<file path="src/qsnd_audio_pkg.sv">
/* DSP-side audio types. Samples are 16-bit signed, two channels
   per frame, and the sample ROM spans up to 8 MB. */

package qsnd_audio_pkg;

    localparam int SAMPLE_W = 16;  // per channel
    localparam int QSND_AW  = 23;  // sample ROM byte address

    typedef struct packed {
        logic signed [SAMPLE_W-1:0] left;
        logic signed [SAMPLE_W-1:0] right;
    } audio_sample_t;

endpackage

</file>
<file path="src/qsnd_dsp_out.sv">
/* DSP serial audio and sample ROM address capture. DSP outputs are
   sampled on clk, so ock and the strobes must stay stable for 2+ cycles. */
`timescale 1ns/1ns

module qsnd_dsp_out import qsnd_audio_pkg::*; (
    input  logic               clk,
    input  logic               rst,
    input  logic               dsp_ock,
    input  logic               dsp_do,
    input  logic               dsp_psel,
    input  logic               dsp_pods_n,
    input  logic [15:0]        dsp_pbus_out,
    input  logic [15:0]        dsp_ab,
    output audio_sample_t      audio,
    output logic               sample,
    output logic [QSND_AW-1:0] qsnd_addr
);

    logic                last_ock, last_psel, last_pods_n;
    logic                ock_fall, ock_rise, psel_rise, pods_rise;
    logic [SAMPLE_W-1:0] left_sr, right_sr;

    assign ock_fall  = last_ock && !dsp_ock;
    assign ock_rise  = !last_ock && dsp_ock;
    assign psel_rise = !last_psel && dsp_psel;
    assign pods_rise = !last_pods_n && dsp_pods_n;

    // msb first, psel picks the channel
    always_ff @(posedge clk) begin
        if (ock_fall) begin
            if (!dsp_psel)
                left_sr <= {left_sr[SAMPLE_W-2:0], dsp_do};
            else
                right_sr <= {right_sr[SAMPLE_W-2:0], dsp_do};
        end
    end

    always_ff @(posedge clk or posedge rst) begin
        if (rst) begin
            last_ock    <= 1'b1;  // high idle avoids a false rise out of reset
            last_psel   <= 1'b1;
            last_pods_n <= 1'b1;
            audio       <= '0;
            sample      <= 1'b0;
            qsnd_addr   <= '0;
        end else begin
            last_ock    <= dsp_ock;
            last_psel   <= dsp_psel;
            last_pods_n <= dsp_pods_n;
            sample      <= psel_rise;
            if (psel_rise)
                audio <= '{left: left_sr, right: right_sr};
            if (pods_rise)
                qsnd_addr[15:0] <= dsp_pbus_out;
            if (ock_rise && dsp_ab[15])
                qsnd_addr[QSND_AW-1:16] <= dsp_ab[QSND_AW-17:0];  // bank bits
        end
    end

endmodule

</file>
<file path="config.mk">
export PLATFORM = sky130hd
export DESIGN_NAME = qsnd_dsp_out
export DESIGN_NICKNAME = d
export VERILOG_FILES = /design/src/qsnd_audio_pkg.sv /design/src/qsnd_dsp_out.sv
export SDC_FILE = /design/constraint.sdc
export NUM_CORES = 1
export LEC_CHECK = 0
export BUFFER_PORTS_ARGS = -buffer_cell sky130_fd_sc_hd__buf_4
export CORE_ASPECT_RATIO = 1.75
export CORE_MARGIN = 2
export CORE_UTILIZATION = 30
export DETAILED_ROUTE_END_ITERATION = 10
export PLACE_DENSITY_LB_ADDON = 0.12
export SYNTH_ARGS = -nofsm -noshare
export SYNTH_HDL_FRONTEND = slang
export SYNTH_SLANG_ARGS = --single-unit
</file>
<file path="constraint.sdc">
create_clock -name clk -period 7.26 [get_ports clk]
set_clock_uncertainty 0.2 [all_clocks]
set_input_delay 1.452 -clock clk [delete_from_list [all_inputs] [get_ports clk]]
set_output_delay 1.452 -clock clk [all_outputs]
set_load 0.1 [all_outputs]
</file>
==> reports/results.txt <==
status -> finished clean
relative slew slack -> 48.31%
post-synthesis instance total -> 158
crit path max fanout -> 2
Tcrit/Tclk final -> 36.63%
Flop pwr share -> 39.9%
GRT Util Overall -> 10.62%
first-pass GRT wire length -> 9.687 mm
Ports -> 94
commonest non-fill, non-tap cell in the layout -> buf_4
setup TNS -> 0 ns
crit-path leading delay family -> flip-flops
sequential element share of the synthesized area -> 73.29%
initial core utilization -> 30.95%
die height -> 143.4 µm
final WL -> 5.955 mm
Finished Layout Cells -> 386
n_diodes -> 0
die width -> 83.65 µm
crit-path max cell delay -> 0.37 ns
critical path arrival -> 1.01 ns
Port-buffer cells -> 85
Max Freq -> 376.1 MHz
Logic pwr share -> 31.6%
TritonCTS Buffers -> 9
DR vias/cell -> 4.358
hold_buf cts -> 0
worst vdd ir -> 164.3 µV
drt pass-1 iters -> 4
Placed Cells -> 370
CTS H-tree lvls -> 3
layout cell share with drive strength beyond 1 -> 64.06%
Iteration-0 DRC Markers -> 54
Clock Path Buffers -> 2
DRC -> 0
final hold slack -> 0.2559 ns
Worst path slowest cell -> dfrtp_1
critical-path cell list -> buf_4
synth warn -> 0
crit end category -> primary output
Synth cell types -> 12
GRT overflow -> 0
pin count of the biggest net entering global routing -> 60
hpwl dp -> 3.838 mm
worst path buffer plus inverter count -> 1
Setup violations, final -> 0
WS Path Type -> flip-flop to primary output
clock tree from TritonCTS -> built
Final min period -> 2.659 ns
Clock power frac -> 28.5%
post-cts gate resize count -> 0
critical path launch point type -> flip-flop
initial antenna violation count -> 0
RSZ-0062 raised after global routing -> no
Cell Rows -> 50
CTS clk-pin slew, worst paths -> 0.06 ns
Post-Syn Nets -> 196
Vias -> 1682
max-cap violations -> 0
Syn Std Cell Area -> 3331 µm²
Post-CTS Setup Bufs -> 0
most frequent cells in the layout -> 88 x buf_4, 56 x dfrtp_1, 32 x mux2_4, 32 x edfxtp_1, 23 x mux2_2
Clock Tree Root -> clkbuf_16
Area Growth Syn to Fin -> 30.35%
# clock sinks -> 91
Final Max Slew Viols -> 0
switching share of power -> 37.76%
RePlAce Congestion -> 0.6355
Power Total -> 0.001516 W
Worst-Skew Late Latency -> 0.33 ns
Critical Path RT -> 5.61 ns
Post-Place Cell Area -> 4065 µm²
remaining antenna violation count -> 0
Min-Delay Path Class -> flip-flop to flip-flop
drt wl/cell -> 15.43 µm
NetSw -> 0.0005724 W
Int Pwr -> 0.0009433 W
Syn Area/Cell -> 21.08 µm²
Layout Nets -> 289
Pwr Density -> 349.1 nW/µm²
post-route cell area -> 4342 µm²
vias in the first global route -> 1858
Final Hold Viols -> 0
register bit total from synthesis -> 91
core area -> 10760 µm²
Pleak -> 1.896 nW
die footprint -> 11990 µm²
Slew @ Worst Pin -> 0.7753 ns
worst paths after layout:
check | startpoint | to | slack, ns | cells past startpoint
max in group asynchronous | rst | audio[18]$_DFFE_PP0P_ | 5.20 | 3
min | left_sr[8]$_DFFE_PP_ | left_sr[9]$_DFFE_PP_ | 0.26 | 0
max | audio[11]$_DFFE_PP0P_ | audio[11] | 4.60 | 1
min in group asynchronous | rst | qsnd_addr[5]$_DFFE_PP0P_ | 1.15 | 3
max reg2reg | last_psel$_DFF_PP1_ | audio[31]$_DFFE_PP0P_ | 5.55 | 3
min reg2reg | left_sr[8]$_DFFE_PP_ | left_sr[9]$_DFFE_PP_ | 0.26 | 0
kinds of logic (layout without fill, tap and decap cells):
group	Yosys count	after routing	share of synthesized area, %
muxes	55	55	22.20
and+or+nand+nor	5	5	1.578
DFF	91	91	73.29
buffers and inverters	7	105	2.930
cell type report:
class	count	area (µm²)
clock inverters	2	12.51
inverters	1	3.754
fillers	1004	6419
flip-flops and latches	91	2441
well taps	130	162.7
repair buffers	88	660.6
multi-input cells	60	797.0
clock buffers	14	264.0
power groups by stage:
stage,Sequential (W),Clock [W],Combinational (W)
floorplan,0.000924,0,0.0000740
global placement,0.000615,0,0.000481
global route,0.000612,0.000472,0.000491
CTS,0.000606,0.000453,0.000483
finish,0.000605,0.000432,0.000479
detailed placement,0.000615,0,0.000483
Yosys cell counts:
cell type | count | share of area [%]
dfrtp_1 | 56 | 42
edfxtp_1 | 32 | 29
mux2_4 | 32 | 14
mux2_2 | 23 | 7.8
buf_12 | 3 | 1.8
buf_6 | 3 | 1.0
dfstp_2 | 3 | 2.4
nor2b_4 | 2 | 0.83
and3b_2 | 1 | 0.30
inv_1 | 1 | 0.11
nand3b_1 | 1 | 0.23
nor3b_1 | 1 | 0.23
per-stage QoR:
step	util, %	setup slack (ns)
after floorplan	-	3.942
after global placement	37.78	4.309
after detailed placement	37.78	4.296
after CTS	40.35	4.571
after global routing	40.35	4.547
final	40.35	4.601
registers in the layout (all words and copies together), names as in the netlist:
signal / count
left_sr: 16
audio: 32
qsnd_addr: 23
sample: 1
last_psel: 1
last_pods_n: 1
last_ock: 1
right_sr: 16
metal layers:
metal  up-vias  share of wire [%]  track usage (%)
met2        57                 50            16.34
met5         -                  0                0
met1       859                 41            13.00
li1        755                  -                -
met4         0                2.3            5.603
met3        11                7.0            3.963
Power figures use the tool's default switching activity.
