## src/qsnd_bus_pkg.sv

```systemverilog
/* CPU-side bus types and the sound CPU memory map.
   All request strobes are single cycle with no back-pressure. */

package qsnd_bus_pkg;

    localparam int ROM_AW      = 19;     // 512 kB program ROM
    localparam int RAM_AW      = 13;     // 8 kB work RAM
    localparam int BANK_BASE   = 32768;  // banked window starts above the fixed ROM
    localparam int TICK_PERIOD = 32000;  // cen8 ticks per sound interrupt

    localparam logic [15:0] MBOX_ADDR = 16'hd000;  // d000..d002
    localparam logic [15:0] BANK_ADDR = 16'hd003;
    localparam logic [15:0] STAT_ADDR = 16'hd007;

    // sound CPU access, valid for one cycle
    typedef struct packed {
        logic        valid;
        logic        we;
        logic [15:0] addr;
        logic [7:0]  wdata;
    } snd_req_t;

    typedef struct packed {
        logic       valid;
        logic [7:0] rdata;
    } snd_rsp_t;

    // RAM access, addr is a byte index into the 8 kB RAM
    typedef struct packed {
        logic              valid;
        logic              we;
        logic [RAM_AW-1:0] addr;
        logic [7:0]        wdata;
    } main_req_t;

    typedef struct packed {
        logic       valid;
        logic [7:0] rdata;
    } main_rsp_t;

    // idx 0 data high, 1 data low, 2 address byte
    typedef struct packed {
        logic       valid;
        logic [1:0] idx;
        logic [7:0] data;
    } mbox_wr_t;

    // where a sound CPU read takes its byte from
    typedef enum logic [1:0] {
        SRC_FF,
        SRC_ROM,
        SRC_RAM,
        SRC_STAT
    } rd_src_t;

endpackage

```

## src/qsnd_addr_decode.sv

```systemverilog
/* Sound CPU decode with a two-stage pipeline. Selects are valid one cycle
   after the request, read data one cycle later. ROM latency is fixed at 1. */
`timescale 1ns/1ns

module qsnd_addr_decode import qsnd_bus_pkg::*; (
    input  logic              clk,
    input  logic              rst,
    input  snd_req_t          snd_req,
    input  logic [7:0]        rom_data,
    input  logic [7:0]        ram_rdata,
    input  logic              dsp_rdy_n,
    output logic [ROM_AW-1:0] rom_addr,
    output logic              rom_cs,
    output main_req_t         ram_req,
    output mbox_wr_t          mbox_wr,
    output logic              dsp_rst,
    output snd_rsp_t          snd_rsp
);

    logic              rom_hit, ram_hit, mbox_hit, bank_hit, stat_hit;
    rd_src_t           src_nxt;
    logic              ram_v, mbox_v, bank_we, rd1, rd2;
    logic              we1;
    logic [RAM_AW-1:0] ram_addr1;
    logic [1:0]        idx1;
    logic [7:0]        wdata1;
    rd_src_t           src1, src2;
    logic [3:0]        bank;
    logic [7:0]        rdata;

    always_comb begin
        rom_hit  = snd_req.addr[15:14] != 2'b11;  // 0000-bfff
        ram_hit  = snd_req.addr[15:12] == 4'hc || snd_req.addr[15:12] == 4'hf;
        mbox_hit = snd_req.addr[15:2] == MBOX_ADDR[15:2] && snd_req.addr[1:0] != 2'b11;
        bank_hit = snd_req.addr == BANK_ADDR;
        stat_hit = snd_req.addr == STAT_ADDR;
        if (rom_hit)
            src_nxt = SRC_ROM;
        else if (ram_hit)
            src_nxt = SRC_RAM;
        else if (stat_hit)
            src_nxt = SRC_STAT;
        else
            src_nxt = SRC_FF;
    end

    // stage 1 selects and stage 2 read valid, bank register
    always_ff @(posedge clk or posedge rst) begin
        if (rst) begin
            rom_cs  <= 1'b0;
            ram_v   <= 1'b0;
            mbox_v  <= 1'b0;
            bank_we <= 1'b0;
            rd1     <= 1'b0;
            rd2     <= 1'b0;
            bank    <= 4'd0;
            dsp_rst <= 1'b1;  // DSP held until the CPU releases it
        end else begin
            rom_cs  <= snd_req.valid && rom_hit;
            ram_v   <= snd_req.valid && ram_hit;
            mbox_v  <= snd_req.valid && snd_req.we && mbox_hit;
            bank_we <= snd_req.valid && snd_req.we && bank_hit;
            rd1     <= snd_req.valid && !snd_req.we;
            rd2     <= rd1;
            if (bank_we) begin
                bank    <= wdata1[3:0];
                dsp_rst <= ~wdata1[7];
            end
        end
    end

    always_ff @(posedge clk) begin
        if (snd_req.valid) begin
            we1       <= snd_req.we;
            ram_addr1 <= snd_req.addr[RAM_AW-1:0];
            idx1      <= snd_req.addr[1:0];
            wdata1    <= snd_req.wdata;
            src1      <= src_nxt;
        end
        if (snd_req.valid && rom_hit) begin
            // upper half goes through the bank window
            rom_addr <= snd_req.addr[15]
                ? ROM_AW'(BANK_BASE) + ROM_AW'({bank, snd_req.addr[13:0]})
                : ROM_AW'(snd_req.addr[14:0]);
        end
        src2 <= src1;
    end

    always_comb begin
        case (src2)
            SRC_ROM:  rdata = rom_data;
            SRC_RAM:  rdata = ram_rdata;
            SRC_STAT: rdata = {dsp_rdy_n, 3'b111, bank};
            default:  rdata = 8'hff;  // open bus
        endcase
    end

    assign ram_req = '{valid: ram_v, we: we1, addr: ram_addr1, wdata: wdata1};
    assign mbox_wr = '{valid: mbox_v, idx: idx1, data: wdata1};
    assign snd_rsp = '{valid: rd2, rdata: rdata};

endmodule

```

## config.mk

```make
export PLATFORM = sky130hd
export DESIGN_NAME = qsnd_addr_decode
export DESIGN_NICKNAME = d
export VERILOG_FILES = /design/src/qsnd_bus_pkg.sv /design/src/qsnd_addr_decode.sv
export SDC_FILE = /design/constraint.sdc
export NUM_CORES = 1
export LEC_CHECK = 0
export ABC_AREA = 1
export BUFFER_PORTS_ARGS = -buffer_cell sky130_fd_sc_hd__buf_4
export CORE_MARGIN = 4
export CORE_UTILIZATION = 40
export CTS_CLUSTER_DIAMETER = 60
export CTS_CLUSTER_SIZE = 10
export DETAILED_ROUTE_END_ITERATION = 7
export HOLD_SLACK_MARGIN = 0.06
export PLACE_DENSITY = 0.75
export SYNTH_ARGS = -nofsm -noshare
export SYNTH_HDL_FRONTEND = slang
export SYNTH_SLANG_ARGS = --single-unit
```

## constraint.sdc

```tcl
create_clock -name clk -period 1.1 [get_ports clk]
set_clock_uncertainty 0.15 [all_clocks]
set_input_delay 0.165 -clock clk [delete_from_list [all_inputs] [get_ports clk]]
set_output_delay 0.165 -clock clk [all_outputs]
set_load 0.01 [all_outputs]
```

==> out/qor.yml <==
cpMostUsedCell: "buf_4"
final_layout_size_suffix_gt1_share_pct: 53.0
h-tree-depth: 2
start_util_pct: 41.5
area_delta_synth_final_pct: 74.0
final_cells: 374
synthArstFlopShare_pct: 19.6
drt_iter0_drc: 39
die_x_um: 81.1
grt_antenna_before_repair: 0
grt-ovfl-total: 0
syn_nets: 206
reg2regPathDepth: 3
core_sq_mm: 0.00514
r2r-end: "rom_addr[17]"
port_buffers: 108
cts_made_buffers: 5
grt_usage_pct: 17.7
crit_path_end: "snd_rsp[2]"
chipHeight_um: 81.1
r2r_start: "bank[2]"
fin_crit_sh_pct: 138
hp-class: "in -> reg"
postSynthAreaPerCell_sq_um: 13.3
routabilityCongestion: 0.804
die_area_sq_mm: 0.00657
cts.path.max_buffers: 2
cts_root_buf: "clkbuf_8"
cts_tree: "built"
ir_drop_mv: 0.800
multi_input_area_sq_um: 428
cp_max_fo: 5
antenna_left: 0
max_stage_delay_ps: 410
row_count: 26
antenna_cells: 0
route.vias.total: 1709
place_hpwl_um: 3960
drv_slew: 0
ys_types: 22
grt_pass1_wl_um: 8690
synth-edff-count: 43
grt_max_degree: 17
crit_chain: "buf_4, nand3_1, o211ai_1, buf_4"
insertion_delay_ps: 300
worst_pin_slew_ps: 449
wire_per_inst_um: 15.2
setup_slack_ps: -414
dp.cells: 336
path_class: "reg -> out"
grt_pass1_vias: 1919
synthesis.area_sq_mm: 0.00213
power_per_cell_area_mw_per_mm2: 1220
rsz0062_at_grt: "true"
start_kind: "flop"
seqCellArea_sq_mm: 0.00161
routed_wl_um: 5690
via_per_inst: 4.57
worstSetupStartpoint: "src2[1]"
crit_cells: 4
leakagePower_nw: 1.62
path_delay_family: "flip-flops"
n_fill_cell: 385
cap_violations: 0
slowest_stage: "dfxtp_4"
period_needed_ps: 1510
r2r_slack_ps: -70
firstDrtPassIters: 4
yosysWarnings: 0
final_common_cell: "buf_4"
path_clk_slew_ps: 90
ys.flop_type: "edfxtp_1"
fmax_mhz: 661
dpl_worst_slack_ps: -150
end_kind: "output pin"
cts_sinks: 56
cp_num_buf_inv: 2
ios: 109
status: "finished, violations left"
ys_seq_elements: 56
violations: "negative setup slack"
arrival_ps: 1200
syn_inst: 160
required_ps: 780
layout_common_cells: "72 x buf_4, 55 x buf_6, 43 x edfxtp_1, 25 x dlygate4sd3_1"
drc: 0
synth_seq_area_share_pct: 75.3
setup_viol: 71
final_nets: 349
final_hold_viol_count: 0
slew_headroom_pct: 70.1
[per-stage QoR]
stage	hold slack, ps	instance area (sq um)	utilization, %	setup TNS [ps]	power, mW
2_1_floorplan	-133	2160	-	-137	2.80
5_1_grt	73.6	3710	72.3	-10530	4.73
3_3_place_gp	47.7	3060	59.5	-2260	3.25
4_1_cts	57.5	3620	70.4	-7960	4.51
6_report	42.8	3710	72.3	-7400	4.52
3_5_place_dp	51.7	3060	59.5	-2730	3.27
[sequential cells by signal (all words and copies together), names as in the netlist]
name       count
wdata1         8
rd1            1
mbox_v         1
bank           4
src1           2
bank_we        1
we1            1
ram_v          1
rom_cs         1
ram_addr1     13
dsp_rst        1
src2           2
rd2            1
rom_addr      19
[worst reg2reg max path: stages (launching register included)]
cell,delay (ps)
dfrtp_1,400
ha_2,200
xnor2_2,130
nor2_1,50
[routing by layer]
metal  wire length (um)  share of wire [%]  GRT usage (%)  vias up
li1                   -                  -              -      815
met1               1740                 31           16.7      817
met2               3440                 60           35.1       63
met3                398                7.0           4.99       14
met4                106                1.9           7.09        0
met5                  0                  0              0        -
[worst min-delay path by stage]
stage | cells past startpoint | start | end | slack, ps
after floorplan | 1 | rst | bank[0] | -130
after global placement | 2 | rst | rom_cs | 50
after detailed placement | 2 | rst | rom_cs | 50
after CTS | 6 | snd_req[21] | mbox_v | 60
after global routing | 3 | snd_req[22] | rom_addr[14] | 70
final | 3 | snd_req[22] | rom_addr[14] | 40
[cell usage after synthesis, drive strengths merged (2+ instances only)]
library cell | count | area (sq um)
inv | 18 | 67.6
o22ai | 3 | 18.8
edfxtp | 43 | 1290
o211ai | 4 | 30.0
nand2 | 20 | 80.1
dfrtp | 10 | 250
a21oi | 2 | 10.0
buf | 17 | 126
dfxtp | 2 | 40.0
nand3 | 9 | 45.0
nor2 | 17 | 66.3
o21ai | 11 | 55.1
[where the power goes]
group	internal (mW)	total [mW]	switching, mW	leakage [nW]
Sequential	2.44	2.52	0.0862	0.582
Combinational	0.572	0.947	0.375	0.998
Clock	0.448	1.05	0.598	0.0422
Total	3.46	4.52	1.06	1.62
[kinds of logic (layout without fill, tap and decap cells)]
family          count (synthesis)  in the layout  synth area share, %
flops                          56             56                 75.3
simple gates                   47             47                 9.26
buf+inv                        35            179                 9.09
compound gates                 20             20                 5.33
fa+ha+maj                       1              1                0.586
xor+xnor                        1              1                0.410
[repair_timing]
| action | in CTS | in global routing |
|---|---|---|
| hold buffers | 26 | 3 |
| pin swaps | 6 | 6 |
| hold endpoints to repair | 53 | 7 |
| endpoints found under the setup margin | 66 | 72 |
| gates cloned | 0 | 0 |
| gates resized for setup | 55 | 26 |
| buffers inserted | 3 | 2 |
[layout make-up]
class	count	share of cell area, %
tap	70	2.36
timing repair buffer	153	38.5
inverter	18	2.02
sequential	56	43.4
clock buffer	7	2.05
multi-input combinational	69	11.5
clock inverter	1	0.135
No activity file was read; power rests on OpenSTA's default activity.
