### config.mk
export PLATFORM = sky130hd
export DESIGN_NAME = qsnd_dsp_mailbox
export DESIGN_NICKNAME = d
export VERILOG_FILES = /design/src/qsnd_bus_pkg.sv /design/src/qsnd_dsp_mailbox.sv
export SDC_FILE = /design/constraint.sdc
export NUM_CORES = 1
export LEC_CHECK = 0
export BUFFER_PORTS_ARGS = -buffer_cell sky130_fd_sc_hd__buf_4
export CAP_MARGIN = 40
export CORE_MARGIN = 2
export CORE_UTILIZATION = 43
export CTS_CLUSTER_SIZE = 10
export DETAILED_ROUTE_END_ITERATION = 7
export PLACE_DENSITY = 0.72
export SETUP_SLACK_MARGIN = 0.05
export SYNTH_ARGS = -nofsm -noshare
export SYNTH_HDL_FRONTEND = slang
export SYNTH_SLANG_ARGS = --single-unit
### constraint.sdc
create_clock -name clk -period 0.9 [get_ports clk]
set_input_delay 0.135 -clock clk [delete_from_list [all_inputs] [get_ports clk]]
set_output_delay 0.135 -clock clk [all_outputs]
set_load 0.1 [all_outputs]
### src/qsnd_bus_pkg.sv
/* CPU-side bus types and the sound CPU memory map.
   All request strobes are single cycle with no back-pressure. */

package qsnd_bus_pkg;

    localparam int ROM_AW      = 19;     // 512 kB program ROM
    localparam int RAM_AW      = 13;     // 8 kB work RAM
    localparam int BANK_BASE   = 32768;  // banked window starts above the fixed ROM
    localparam int TICK_PERIOD = 32000;  // cen8 ticks per sound interrupt

    localparam logic [15:0] MBOX_ADDR = 16'hd000;  // d000..d002
    localparam logic [15:0] BANK_ADDR = 16'hd003;
    localparam logic [15:0] STAT_ADDR = 16'hd007;

    // sound CPU access, valid for one cycle
    typedef struct packed {
        logic        valid;
        logic        we;
        logic [15:0] addr;
        logic [7:0]  wdata;
    } snd_req_t;

    typedef struct packed {
        logic       valid;
        logic [7:0] rdata;
    } snd_rsp_t;

    // RAM access, addr is a byte index into the 8 kB RAM
    typedef struct packed {
        logic              valid;
        logic              we;
        logic [RAM_AW-1:0] addr;
        logic [7:0]        wdata;
    } main_req_t;

    typedef struct packed {
        logic       valid;
        logic [7:0] rdata;
    } main_rsp_t;

    // idx 0 data high, 1 data low, 2 address byte
    typedef struct packed {
        logic       valid;
        logic [1:0] idx;
        logic [7:0] data;
    } mbox_wr_t;

    // where a sound CPU read takes its byte from
    typedef enum logic [1:0] {
        SRC_FF,
        SRC_ROM,
        SRC_RAM,
        SRC_STAT
    } rd_src_t;

endpackage

### src/qsnd_dsp_mailbox.sv
/* CPU to DSP mailbox. A write to the address byte starts a two-word read
   by the DSP: address byte first, then the data word. */
`timescale 1ns/1ns

module qsnd_dsp_mailbox import qsnd_bus_pkg::*; (
    input  logic        clk,
    input  logic        rst,
    input  mbox_wr_t    mbox_wr,
    input  logic        dsp_pids,
    input  logic        dsp_iack,
    output logic        dsp_irq,
    output logic        dsp_rdy_n,
    output logic [15:0] dsp_pbus_in
);

    logic [7:0]  addr_byte;
    logic [15:0] data_word;
    logic [1:0]  sel;  // words left to hand over, msb selects the address

    // byte latches
    always_ff @(posedge clk) begin
        if (mbox_wr.valid) begin
            case (mbox_wr.idx)
                2'd0:    data_word[15:8] <= mbox_wr.data;
                2'd1:    data_word[7:0]  <= mbox_wr.data;
                2'd2:    addr_byte       <= mbox_wr.data;
                default: ;
            endcase
        end
    end

    always_ff @(posedge clk or posedge rst) begin
        if (rst) begin
            dsp_irq <= 1'b0;
            sel     <= 2'b00;
        end else if (mbox_wr.valid && mbox_wr.idx == 2'd2) begin
            dsp_irq <= 1'b1;
            sel     <= 2'b11;
        end else if (dsp_pids) begin
            dsp_irq <= 1'b0;  // first read clears it
            sel     <= sel >> 1;
        end
    end

    assign dsp_pbus_in = sel[1] ? {8'd0, addr_byte} : data_word;
    assign dsp_rdy_n   = ~(dsp_irq | dsp_iack);

    // DSP reads only what the CPU queued
    a_pids_with_data: assert property (
        @(posedge clk) disable iff (rst)
        dsp_pids |-> sel != 2'b00
    ) else $error("DSP parallel read with empty mailbox");

endmodule

==> flow_summary.ini, run 1 <==
[status]
status = complete, but fails checks
violations = negative setup slack

[critical_path]
cp.arrival_ps = 1450
r2r-end = dsp_irq
cp-start-kind = register
r2r_start = dsp_irq
reg2reg_depth = 3
cp_slowest_cell = dfrtp_4
rrSetupSlack_ps = -130
critPathKind = register to output pin
crit_chain = buf_4 > mux2_4 > buf_12
max_stage_delay_ps = 510
path_max_fanout = 3
required_ps = 760
endpoint_kind = output pin

[power_and_ir_drop]
peakVddDrop_mv = 0.9905
pwr_density_cell_nw_per_um2 = 1654
leakage_nw = 0.7625
finalPower_w = 0.002945

[cells_and_area]
num-fill-cells = 109
antenna_cells = 0
final_nets = 123
final_util_pct = 81.27
final_cell_mix = 24 x edfxtp_1, 24 x buf_4, 18 x buf_12
drive_gt1_share_pct = 64.49
areaGrowthSynthToFinish_pct = 81.27

[synth]
ys_ff_latch = 25
synthesis.area_sq_um = 982.2
syn-num-nets = 65
synth_seq_area_share_pct = 75.92
synth_cells = 50
synth_cell_types = 10
syn_avg_cell_area_sq_um = 19.64
synth_warnings = 0

[global_routing]
overflow = 0
grt_start_max_net_pins = 14
grt_use_total_pct = 17.33
antenna_found_initial = 0
grt_pass1_vias = 675
grt_pass1_wl_microns = 3084

[sta]
fmaxAchievable_mhz = 629.8
fin_crit_ps = 1588
hold_viol_final = 0
hold_ws_ps = 11.73
finalCritPeriodShare_pct = 176.4
setup_viol = 19
final-max-slew-violation-count = 0
finalWorstSetupSlack_ps = -687.9
maxSlewHeadroom_pct = 90.30
skew_ps = 0
tightest_slew_ps = 145.3
rsz0062_at_grt = yes

[cts]
cts-htree-levels = 1
clk_pin_slew_ps = 120
cts_tree = done
clock_latency_ps = 310
clockRootBuffer = clkbuf_4
numCtsBuffers = 3
cts_buffer_depth = 2
cts.sinks = 25

[routing]
drc = 0
wirelength_microns = 2060
dr_total_vias = 629
vias_per_cell = 4.659
wl_per_cell_microns = 15.26
antenna_left = 0
drtPass1Iterations = 2
drt-initial-drc-count = 13

[hold_path]
min_to = data_word[7]
hold_path_class = primary input to register
hold_start = mbox_wr[7]
whs_path_depth = 1

[die]
num_rows = 17
initial_core_util_pct = 44.83
die_area_sq_um = 2682
die_w_microns = 51.79
io_pins = 33
die_y_microns = 51.79
core_area_sq_um = 2191

[placement]
dp_hpwl_microns = 1262
io_buffers = 32
gp_congestion = 0.6891

[run]
drv_cap = 0
-- through the flow --
stage | std cells | setup slack [ps] | instance area (sq um) | TNS (ps)
global placement | 120 | -361.0 | 1408 | -6694
finish | 135 | -687.9 | 1780 | -11840
floorplan | 50 | -698.6 | 1077 | -10460
CTS | 128 | -688.8 | 1710 | -11910
global route | 135 | -745.8 | 1780 | -12950
detailed placement | 120 | -396.9 | 1408 | -6960
-- worst max-delay path by stage --
stage | startpoint | slack (ps) | cells past startpoint | endpoint
after floorplan | dsp_irq | -700 | 3 | dsp_pbus_in[10]
after global placement | dsp_irq | -360 | 3 | dsp_pbus_in[8]
after detailed placement | dsp_irq | -400 | 3 | dsp_pbus_in[13]
after CTS | dsp_irq | -690 | 3 | dsp_pbus_in[4]
after global routing | dsp_irq | -750 | 3 | dsp_pbus_in[5]
final | dsp_irq | -690 | 3 | dsp_pbus_in[5]
-- power by group --
group / internal, W / switching, W
Sequential: 0.00134 / 0.0000190
Clock: 0.000173 / 0.000296
Combinational: 0.000462 / 0.000657
-- synthesized netlist by cell type --
library cell  instances  area (sq um)
inv_1                 2         7.510
edfxtp_1             24         720.7
nor3b_1               1         7.510
mux2_4                8         120.1
dfrtp_1               1         25.02
a21o_1                1         7.510
buf_6                 2         22.52
nor2_1                1         3.750
nor2b_1               8         50.05
and3b_1               2         17.52
-- final cells by class --
type / instances / area [sq um] / share of cell area (%)
Sequential cell: 25 / 749.5 / 42.09
Timing Repair Buffer: 55 / 676.9 / 38.02
Inverter: 2 / 7.507 / 0.4216
Tap cell: 28 / 35.03 / 1.968
Clock buffer: 4 / 26.28 / 1.476
Multi-Input combinational cell: 21 / 285.3 / 16.02
-- worst max-delay path, delay by kind of cell, from the launching register on --
kind / cells / cell delay (ps)
buffers and inverters: 2 / 320
flip-flops: 1 / 510
multiplexers: 1 / 310
-- cells by family (layout without fill, tap and decap cells) --
family / count (synthesis) / count (layout) / synth area share (%)
buf+inv: 4 / 61 / 3.057
flops: 25 / 25 / 75.92
compound gates: 1 / 1 / 0.7646
mux: 8 / 8 / 12.23
simple gates: 12 / 12 / 8.026
-- timing repair --
item,in CTS,in global routing
setup endpoints to repair,19,19
pin swaps,1,0
gates resized for setup,60,0
gates cloned,0,0
endpoints found under the hold margin,1,20
setup buffers,3,0
hold buffers,1,7
-- registers in the layout (all words and copies together), names as in the netlist --
register,flops
dsp_irq,1
addr_byte,8
data_word,16
-- layer usage --
metal,part of all wire [%],GRT usage (%)
met3,3.6,3.161
met2,58,33.33
met4,1.9,9.211
met5,0,0
met1,36,17.38
(Power assumes the default switching activity.)
==> run 2: changes to the inputs <==
BUFFER_PORTS_ARGS = -buffer_cell sky130_fd_sc_hd__clkbuf_2   (was -buffer_cell sky130_fd_sc_hd__buf_4)
CORE_UTILIZATION = 51   (was 43)
PLACE_DENSITY = 0.8   (was 0.72)
clock period = 1.96 ns   (was 0.9 ns; I/O delays follow)
==> run 2 against run 1 <==
  * Clock-buffer cell count is the same
  * Worst hold slack improved by 170 ps
  * Highest routed layer unchanged
  * Routed wire length fell by 14%
  * Critical path depth did not move
  * Final cell count down 16%
  * Global-route usage up 0.92 points
  * First-iteration DRC count shrank 100%
  * Worst setup slack improved by 840 ps
  * The flow now finishes without violations
  * Core utilization rose by 1.3 points
  * Largest power group unchanged
  * Combinational power is 62% lower
  * Register-to-register slack improved by 1100 ps
==> flow_summary.ini, run 2 (synthesis results as in run 1) <==
[status]
status = completed

[cells_and_area]
largest_reg_flops = 16
num-fill-cells = 93
areaGrowthSynthToFinish_pct = 48.28
final_nets = 105
antenna_cells = 0
mostFrequentLayoutCell = edfxtp_1
top_register = data_word
drive_gt1_share_pct = 64.04
largest_registers = data_word (16), addr_byte (8), dsp_irq (1)
final_cell_mix = 24 x edfxtp_1, 14 x clkbuf_2, 12 x buf_4
final_area_sq_um = 1456
final_util_pct = 82.55

[critical_path]
r2r_start = dsp_irq
reg2reg_depth = 2
cp-start-kind = register
endpoint_kind = output pin
cp.arrival_ps = 1510
critPathKind = register to output pin
crit_path_start = dsp_irq
r2r-end = dsp_irq
crit_path_end = dsp_pbus_in[2]
rrSetupSlack_ps = 1000
required_ps = 1670
path_max_fanout = 9

[cts]
numCtsBuffers = 3
clock_latency_ps = 310
cts.sinks = 25
cts_tree = done
clk_pin_slew_ps = 120
clockRootBuffer = clkbuf_4
cts-htree-levels = 1
cts_buffer_depth = 2

[sta]
finalWorstSetupSlack_ps = 156.2
maxSlewHeadroom_pct = 70.57
hold_viol_final = 0
fin_crit_ps = 1804
tns_ps = 0
tightest_slew_ps = 441.4
skew_ps = 0
setup_viol = 0
fmaxAchievable_mhz = 554.4
rsz0062_at_grt = no
final-max-slew-violation-count = 0
finalCritPeriodShare_pct = 92.03

[power_and_ir_drop]
finalPower_w = 0.001268
pwr-share-comb_pct = 33.3
pwr_density_cell_nw_per_um2 = 870.7
clockPowerShare_pct = 17.3
switching_share_pct = 34.27
peakVddDrop_mv = 0.6379
leakage_nw = 0.6237
p_seq_share_pct = 49.4
internal_power_w = 0.0008336
switching_power_w = 0.0004345

[global_routing]
antenna_found_initial = 0
grt_use_total_pct = 18.25
overflow = 0
grt_pass1_vias = 537
grt_start_max_net_pins = 14
grt_pass1_wl_microns = 2511

[die]
die_y_microns = 47.89
die_area_sq_um = 2293
initial_core_util_pct = 55.67
num_rows = 15
die_w_microns = 47.89
io_pins = 33
core_area_sq_um = 1764

[routing]
wl_per_cell_microns = 15.50
drtPass1Iterations = 1
wirelength_microns = 1767
vias_per_cell = 4.974
dr_total_vias = 567
antenna_left = 0
drt-initial-drc-count = 0
drc = 0

[hold_path]
whs_path_depth = 1
hold_path_class = primary input to register

[placement]
gp_congestion = 0.6547
io_buffers = 32
placed_area_sq_um = 1420
dp_slack_ps = 501.1
dp_hpwl_microns = 1371

[run]
drv_cap = 0
[run 2: cell type report]
cell class,count,area [sq um],area share [%]
repair buffers,37,370.4,25.43
inverters,2,7.507,0.5155
clock buffers,4,26.28,1.804
well taps,25,31.28,2.148
multi-input cells,21,274.0,18.81
flip-flops and latches,25,747.0,51.29
[run 2: power by group through the flow]
stage	clock (W)	combinational (W)	sequential (W)
CTS	0.000225	0.000425	0.000627
finish	0.000220	0.000422	0.000626
floorplan	0	0.000290	0.000643
global route	0.000248	0.000433	0.000629
global placement	0	0.000415	0.000636
detailed placement	0	0.000423	0.000639
[run 2: layer usage]
metal  track usage, %  vias to the layer above  part of all wire (%)
li1                 -                      263                     -
met1            19.24                      277                    37
met2            30.93                       23                    55
met3            5.283                        4                   5.3
met4            12.97                        0                   2.2
met5                0                        -                     0
[run 2: worst min-delay path by stage]
stage                    to  slack [ps]       start
2_1_floorplan       dsp_irq          20         rst
3_3_place_gp        dsp_irq         120         rst
3_5_place_dp        dsp_irq         120         rst
4_1_cts        addr_byte[4]         170  mbox_wr[4]
5_1_grt        addr_byte[4]         170  mbox_wr[4]
6_report       addr_byte[4]         180  mbox_wr[4]
[run 2: critical path: stages (launching register included)]
cell and delay (ps):
dfrtp_2 510, buf_12 190, mux2_4 320, buf_12 170
[run 2: through the flow]
step / hold slack [ps] / std cells
6_report: 177.4 / 114
5_1_grt: 168.8 / 114
4_1_cts: 172.3 / 114
3_5_place_dp: 118.6 / 109
3_3_place_gp: 115.5 / 109
2_1_floorplan: 22.74 / 50
[run 2: what timing repair did]
item,in CTS,in global routing
hold buffers,1,0
gates resized for setup,0,0
buffers inserted,0,0
hold endpoints to repair,1,0
