--- config.mk ---
export PLATFORM = sky130hd
export DESIGN_NAME = qsnd_tick_irq
export DESIGN_NICKNAME = d
export VERILOG_FILES = /design/src/qsnd_bus_pkg.sv /design/src/qsnd_tick_irq.sv
export SDC_FILE = /design/constraint.sdc
export NUM_CORES = 1
export LEC_CHECK = 0
export BUFFER_PORTS_ARGS = -buffer_cell sky130_fd_sc_hd__clkbuf_2
export CORE_MARGIN = 5
export CORE_UTILIZATION = 30
export DETAILED_ROUTE_END_ITERATION = 10
export PLACE_DENSITY_LB_ADDON = 0.2
export SYNTH_ARGS = -nofsm -noshare
export SYNTH_HDL_FRONTEND = slang
export SYNTH_SLANG_ARGS = --single-unit
--- constraint.sdc ---
create_clock -name clk -period 2 [get_ports clk]
set_input_delay 0.2 -clock clk [delete_from_list [all_inputs] [get_ports clk]]
set_output_delay 0.2 -clock clk [all_outputs]
set_load 0.03 [all_outputs]
--- src/qsnd_bus_pkg.sv ---
/* CPU-side bus types and the sound CPU memory map.
   All request strobes are single cycle with no back-pressure. */

package qsnd_bus_pkg;

    localparam int ROM_AW      = 19;     // 512 kB program ROM
    localparam int RAM_AW      = 13;     // 8 kB work RAM
    localparam int BANK_BASE   = 32768;  // banked window starts above the fixed ROM
    localparam int TICK_PERIOD = 32000;  // cen8 ticks per sound interrupt

    localparam logic [15:0] MBOX_ADDR = 16'hd000;  // d000..d002
    localparam logic [15:0] BANK_ADDR = 16'hd003;
    localparam logic [15:0] STAT_ADDR = 16'hd007;

    // sound CPU access, valid for one cycle
    typedef struct packed {
        logic        valid;
        logic        we;
        logic [15:0] addr;
        logic [7:0]  wdata;
    } snd_req_t;

    typedef struct packed {
        logic       valid;
        logic [7:0] rdata;
    } snd_rsp_t;

    // RAM access, addr is a byte index into the 8 kB RAM
    typedef struct packed {
        logic              valid;
        logic              we;
        logic [RAM_AW-1:0] addr;
        logic [7:0]        wdata;
    } main_req_t;

    typedef struct packed {
        logic       valid;
        logic [7:0] rdata;
    } main_rsp_t;

    // idx 0 data high, 1 data low, 2 address byte
    typedef struct packed {
        logic       valid;
        logic [1:0] idx;
        logic [7:0] data;
    } mbox_wr_t;

    // where a sound CPU read takes its byte from
    typedef enum logic [1:0] {
        SRC_FF,
        SRC_ROM,
        SRC_RAM,
        SRC_STAT
    } rd_src_t;

endpackage

--- src/qsnd_tick_irq.sv ---
/* Periodic sound CPU interrupt. The level stays up until int_ack,
   which wins over a wrap in the same cycle. */
`timescale 1ns/1ns

module qsnd_tick_irq import qsnd_bus_pkg::*; #(
    parameter int PERIOD = TICK_PERIOD
) (
    input  logic clk,
    input  logic rst,
    input  logic cen8,
    input  logic int_ack,
    output logic snd_irq
);

    logic [$clog2(PERIOD)-1:0] cnt;
    logic                      wrap;

    assign wrap = cnt == $bits(cnt)'(PERIOD - 1);

    always_ff @(posedge clk or posedge rst) begin
        if (rst) begin
            cnt     <= '0;
            snd_irq <= 1'b0;
        end else begin
            if (cen8)
                cnt <= wrap ? '0 : cnt + 1'b1;
            if (int_ack)
                snd_irq <= 1'b0;  // ack is sampled every clk
            else if (cen8 && wrap)
                snd_irq <= 1'b1;
        end
    end

endmodule

==> run summary, run 1 <==
Critical Path, Cell by Cell: or3b_4 -> nor4_4 -> nor2_1
Synth Area in Adders: 1.51%
hold violation total from the final report: 0
CTS tree: built
total CTS buffers: 3
leak pwr: 0.392 nW
Synth-to-Final Area Change: 9.49%
Port-buffer cells: 4
GPL Wtd Cong: 0.801
share of cells above drive strength 1: 18.1%
post-synthesis sequential area ratio: 48.2%
post-synth net total: 82
start point of the critical path: cnt[8]$_DFFE_PP0P_
Largest stage delay, worst path: 520 ps
htree depth: 1
via/cell ratio: 4.96
Post-CTS Setup Bufs: 0
Mapped Area: 831 µm²
Root Driver: clkbuf_4
Sw Ratio: 33.9%
largest net degree at the start of global routing: 17
grt ovf: 0
Hold WS: 55.9 ps
Horiz. Die Dim: 62.6 µm
RSZ-0062 raised after global routing: false
clock latency on the worst-skew pair: 290 ps
Ys Warns: 0
Clock Path Buffers: 2
Critical R2R Launch: cnt[8]$_DFFE_PP0P_
placed cell area: 877 µm²
HP Class: in -> reg
diode count: 0
Int Pwr: 0.558 mW
Starting Density: 30.7%
clk sink count: 16
largest family of logic cells by synthesized area: simple AND/OR/NAND/NOR gates
Primary FF master, synth: dfrtp_1
setup TNS: 0 ps
max-slew violations: 0
Startpoint Class: register
Tcrit/Tclk final: 83.8%
Synth Area in Simple Gates: 30.6%
die area: 0.00392 mm²
Flop pwr share: 56.8%
Setup CP Type: reg -> reg
initial antenna violation count: 0
Synth Register Bits: 16
Max VDD drop: 0.000543 V
number of core rows: 19
die span in y: 62.6 µm
hold-fix buffers at CTS: 1
Synth Area in Compound Gates: 4.07%
fmax: 0.597 GHz
Comb pwr share: 22.8%
Period minus WS final: 1680 ps
crit end category: register
detailed placement HPWL: 999 µm
Buf/Inv on CP: 0
cell area power density: 928 mW/mm²
Worst EP arrival: 1830 ps
Slew Limit Headroom: 57.1%
P_sw: 0.286 mW
Slew @ Worst Pin: 642 ps
first-pass GRT wire length: 2.68 mm
synthesized instance count: 77
Iteration-0 DRC Markers: 15
vias post-DR: 566
core area: 0.00271 mm²
all-layer global routing usage: 8.68%
Cell variety after synth: 29
routed length per placed instance: 12.4 µm
Clock Power Share: 20.4%
Max FO, Critical Path: 9
clk slew on worst S/H paths: 100 ps
Design Area, Final: 910 µm²
drt pass-1 iters: 4
family with the most delay on the worst path: simple AND/OR/NAND/NOR gates
number of placed I/O pins: 5
hold path startpoint: int_ack
EDFF count, synth: 0
critical path's slowest cell: nor4_4
Max Cap Viol: 0
Layout Nets: 90
Gates resized, CTS repair: 0
mux cell area share after synthesis: 1.20%
post-synthesis xor/xnor area fraction: 11.6%
# DRC: 0
setup violators final: 0
final WL: 1.42 mm
Post-synth ARST share: 100%
outcome: finished, final reports clean
vias in the first global route: 541
ANT nets after route: 0
Worst Clk Skew: 6.98 ps
mean post-synth cell area: 10.8 µm²
Crit path required time: 2150 ps
==> worst register-to-register path: stages (launching register included) <==
cell and delay [ps]:
dfrtp_1 470, or3b_4 450, nor4_4 520, nor2_1 100
==> final timing paths <==
path,end,slack (ps),cells after the start
worst min register to register,cnt[12]$_DFFE_PP0P_,510,1
worst min-delay path,snd_irq$_DFFE_PP0P_,60,2
worst max-delay path,cnt[3]$_DFFE_PP0P_,320,3
max in group asynchronous,snd_irq$_DFFE_PP0P_,1060,3
min in group asynchronous,cnt[12]$_DFFE_PP0P_,510,3
worst max register to register,cnt[3]$_DFFE_PP0P_,320,3
==> stage by stage <==
| step | setup slack (ps) | instances | utilization [%] | power, mW |
|---|---|---|---|---|
| after global routing | 165 | 114 | 33.6 | 0.907 |
| after CTS | 308 | 114 | 33.6 | 0.854 |
| after detailed placement | 320 | 110 | 32.4 | 0.679 |
| final | 324 | 114 | 33.6 | 0.844 |
| after floorplan | 458 | 77 | - | 0.622 |
| after global placement | 323 | 110 | 32.4 | 0.675 |
==> placed cells by master (no fill, tap or decap), drive strengths merged, types with 2 or more instances in the layout <==
cell	instances
nor3	2
xor2	4
and4	2
and3	2
nand3	2
nor2	12
xnor2	7
dfrtp	16
clkbuf	7
nand2	4
nand3b	2
o21ai	2
nor4	2
nand4	8
==> area by class of cell <==
type | instances | area (µm²)
Timing Repair Buffer | 6 | 37.5
Inverter | 1 | 3.75
Tap cell | 31 | 38.8
Sequential cell | 16 | 400
Multi-Input combinational cell | 57 | 407
Clock buffer | 3 | 22.5
Fill cell | 283 | 1800
==> cells in the mapped netlist (2+ instances only) <==
library cell  count  area [µm²]
dfrtp_1          16         400
nor2_1           11        41.3
nand4_1           7        43.8
xnor2_1           7        61.3
nand2_1           4        15.0
xor2_1            4        35.0
and4_1            2        17.5
nand3_1           2        10.0
nand3b_1          2        15.0
nor3_1            2        10.0
o21ai_0           2        10.0
==> state kept, by name, indices dropped and copies added (netlist names) <==
name / cells
snd_irq: 1
cnt: 15
==> power by group through the flow <==
stage	logic, mW	registers (mW)	clock network, mW
3_5_place_dp	0.195	0.484	0
2_1_floorplan	0.164	0.459	0
6_report	0.192	0.479	0.173
5_1_grt	0.224	0.490	0.193
3_3_place_gp	0.193	0.482	0
4_1_cts	0.197	0.478	0.178
==> logic make-up (layout without fill, tap and decap cells) <==
kind of cell	Yosys count	count (layout)
buf+inv	4	10
fa+ha+maj	1	1
mux	1	1
xor+xnor	11	11
compound gates	5	5
flops	16	16
simple gates	39	39
==> metal layers <==
layer  vias to the layer above  global-route usage [%]  part of all wire (%)
met4                         0                    4.77                   2.3
met1                       260                    13.1                    53
met5                         -                       0                     0
met2                         9                    11.0                    41
met3                         4                    2.16                   3.8
li1                        293                       -                     -
Power figures use the tool's default switching activity.
==> run 2, diff against run 1 <==
Settings changed: ABC_AREA set to 1.
Clock period 2 ns to 1.7 ns, I/O delays scaled along.
==> run 2 against run 1 <==
Against the previous run: non-clock buffer count stayed put; utilization is 1.4 points higher; clock skew is 5.9 ps lower; combinational power is 21% higher; fmax is 21% higher; final cell count is 51% higher; critical endpoint is now cnt[10]$_DFFE_PP0P_.
==> run summary, run 2 <==
outcome: finished, final reports clean
Yosys top cell area share: 42.8%
share of cells above drive strength 1: 18.8%
Iteration-0 DRC Markers: 17
Port-buffer cells: 4
crit end category: register
Layout Nets: 134
clock latency on the worst-skew pair: 290 ps
top post-synthesis cells by area: dfrtp_1, nand2_1, nor2_1, inv_1, nor2_4
fill count: 316
hold-fix buffers at CTS: 1
R2R Path End: cnt[10]$_DFFE_PP0P_
first-pass GRT wire length: 3.18 mm
Max VDD drop: 0.000382 V
total CTS buffers: 3
Largest stage delay, worst path: 430 ps
Ys Warns: 0
Setup CP Type: reg -> reg
mean post-synth cell area: 7.85 µm²
Mapped Area: 935 µm²
max-slew violations: 0
HP Class: in -> reg
post-synth net total: 124
Top reg by flops: cnt
leak pwr: 0.529 nW
die span in y: 65.8 µm
number of core rows: 20
detailed placement HPWL: 1.43 mm
largest area contributor in the netlist: dfrtp_1
clk sink count: 16
Cell variety after synth: 19
Critical R2R Launch: cnt[0]$_DFFE_PP0P_
Worst EP arrival: 1580 ps
synthesized instance count: 119
Slew Limit Headroom: 59.2%
RSZ-0062 raised after global routing: false
diode count: 0
# DRC: 0
placed cell count: 166
cell area power density: 981 mW/mm²
vias in the first global route: 675
Tcrit/Tclk final: 81.6%
number of placed I/O pins: 5
Synth Register Bits: 16
post-synthesis sequential area ratio: 42.8%
ANT nets after route: 0
core area: 0.00303 mm²
most common cell after layout, fill and taps aside: nand2_1
fmax: 0.721 GHz
GPL Wtd Cong: 0.830
hold depth: 3
Root Driver: clkbuf_4
most frequent cells in the layout: nand2_1, nor2_1, inv_1, dfrtp_1, nand3_1
vias post-DR: 730
via/cell ratio: 4.24
setup TNS: 0 ps
hold violation total from the final report: 0
largest net degree at the start of global routing: 17
Primary FF master, synth: dfrtp_1
hold path startpoint: cen8
Max FO, Critical Path: 4
Clock Path Buffers: 2
initial antenna violation count: 0
Buf/Inv on CP: 0
Crit path required time: 1890 ps
Post-CTS Setup Bufs: 0
Starting Density: 30.9%
Slew @ Worst Pin: 611 ps
Top Registers: cnt (15), snd_irq (1)
EDFF count, synth: 0
Gates resized, CTS repair: 0
clk slew on worst S/H paths: 100 ps
final WL: 1.87 mm
family with the most delay on the worst path: simple AND/OR/NAND/NOR gates
R2R Setup Slk: 310 ps
drt pass-1 iters: 4
setup violators final: 0
R2R depth: 6
Max Cap Viol: 0
Post-synth ARST share: 100%
Startpoint Class: register
most frequent cell after synthesis: nand2_1
Synth-to-Final Area Change: 13.3%
die area: 0.00433 mm²
grt ovf: 0
Period minus WS final: 1390 ps
Critical Path, Cell by Cell: ha_1 -> nand2_2 -> nor2_4 -> nand2_4 -> nor3b_1 -> nor2_1
Horiz. Die Dim: 65.8 µm
end of the worst hold path: cnt[1]$_DFFE_PP0P_
Synth top cells by count: nand2_1, nor2_1, dfrtp_1, inv_1, nand3_1
Worst Clk Skew: 1.09 ps
CTS tree: built
Non-Filler Instances: 172
critical path's slowest cell: dfrtp_1
routed length per placed instance: 10.9 µm
htree depth: 1
max reg flops: 15
all-layer global routing usage: 9.89%
[run 2: worst max-delay path by stage]
stage | start | endpoint | slack (ps) | cells after the start
after global placement | cnt[0]$_DFFE_PP0P_ | cnt[14]$_DFFE_PP0P_ | 310 | 8
after global routing | cnt[0]$_DFFE_PP0P_ | cnt[14]$_DFFE_PP0P_ | 180 | 8
after floorplan | cnt[0]$_DFFE_PP0P_ | cnt[14]$_DFFE_PP0P_ | 470 | 8
after detailed placement | cnt[0]$_DFFE_PP0P_ | cnt[14]$_DFFE_PP0P_ | 330 | 8
after CTS | cnt[0]$_DFFE_PP0P_ | cnt[14]$_DFFE_PP0P_ | 310 | 8
final | cnt[0]$_DFFE_PP0P_ | cnt[10]$_DFFE_PP0P_ | 310 | 6
[run 2: logic make-up (layout without fill, tap and decap cells)]
kind of cell / Yosys count / count (layout) / synth area share (%)
XOR/XNOR: 6 / 6 / 5.62
AND/OR/NAND/NOR: 74 / 74 / 39.5
flip-flops: 16 / 16 / 42.8
AO/OA/AOI/OAI: 5 / 5 / 3.48
adder cells (fa/ha/maj): 1 / 1 / 1.34
buffers and inverters: 17 / 26 / 7.23
[run 2: metal layers]
| layer | part of all wire (%) | vias up | track usage [%] |
|---|---|---|---|
| li1 | - | 385 | - |
| met1 | 47 | 333 | 13.3 |
| met4 | 2.0 | 0 | 5.44 |
| met2 | 48 | 8 | 14.6 |
| met3 | 2.6 | 4 | 2.04 |
| met5 | 0 | - | 0 |
[run 2: metrics by stage]
| stage | util [%] | hold slack [ps] | worst slack, ps | power [mW] | instance area (µm²) |
|---|---|---|---|---|---|
| floorplan | - | 83.7 | 474 | 0.742 | 935 |
| global placement | 33.1 | 274 | 307 | 0.777 | 1000 |
| detailed placement | 33.1 | 277 | 334 | 0.782 | 1000 |
| CTS | 34.6 | 8.28 | 306 | 1.05 | 1050 |
| global route | 35.0 | 236 | 181 | 1.11 | 1060 |
| finish | 35.0 | 225 | 313 | 1.04 | 1060 |
[run 2: worst min-delay path, delay by kind of cell]
kind                   cells  cell delay (ps)
buffers and inverters      1              140
AND/OR/NAND/NOR            2              180
[run 2: area by class of cell]
class / instances / area, µm² / area share (%)
Multi-Input combinational cell: 86 / 467 / 44.1
Sequential cell: 16 / 400 / 37.8
Inverter: 16 / 60.1 / 5.67
Tap cell: 44 / 55.1 / 5.20
Timing Repair Buffer: 6 / 40.0 / 3.78
Clock buffer: 4 / 36.3 / 3.43
[run 2: power by group]
| group | total, mW | leakage (nW) | internal, mW | switching, mW |
|---|---|---|---|---|
| clock | 0.263 | 0.0210 | 0.131 | 0.132 |
| sequential | 0.542 | 0.199 | 0.447 | 0.0952 |
| combinational | 0.233 | 0.308 | 0.0945 | 0.139 |
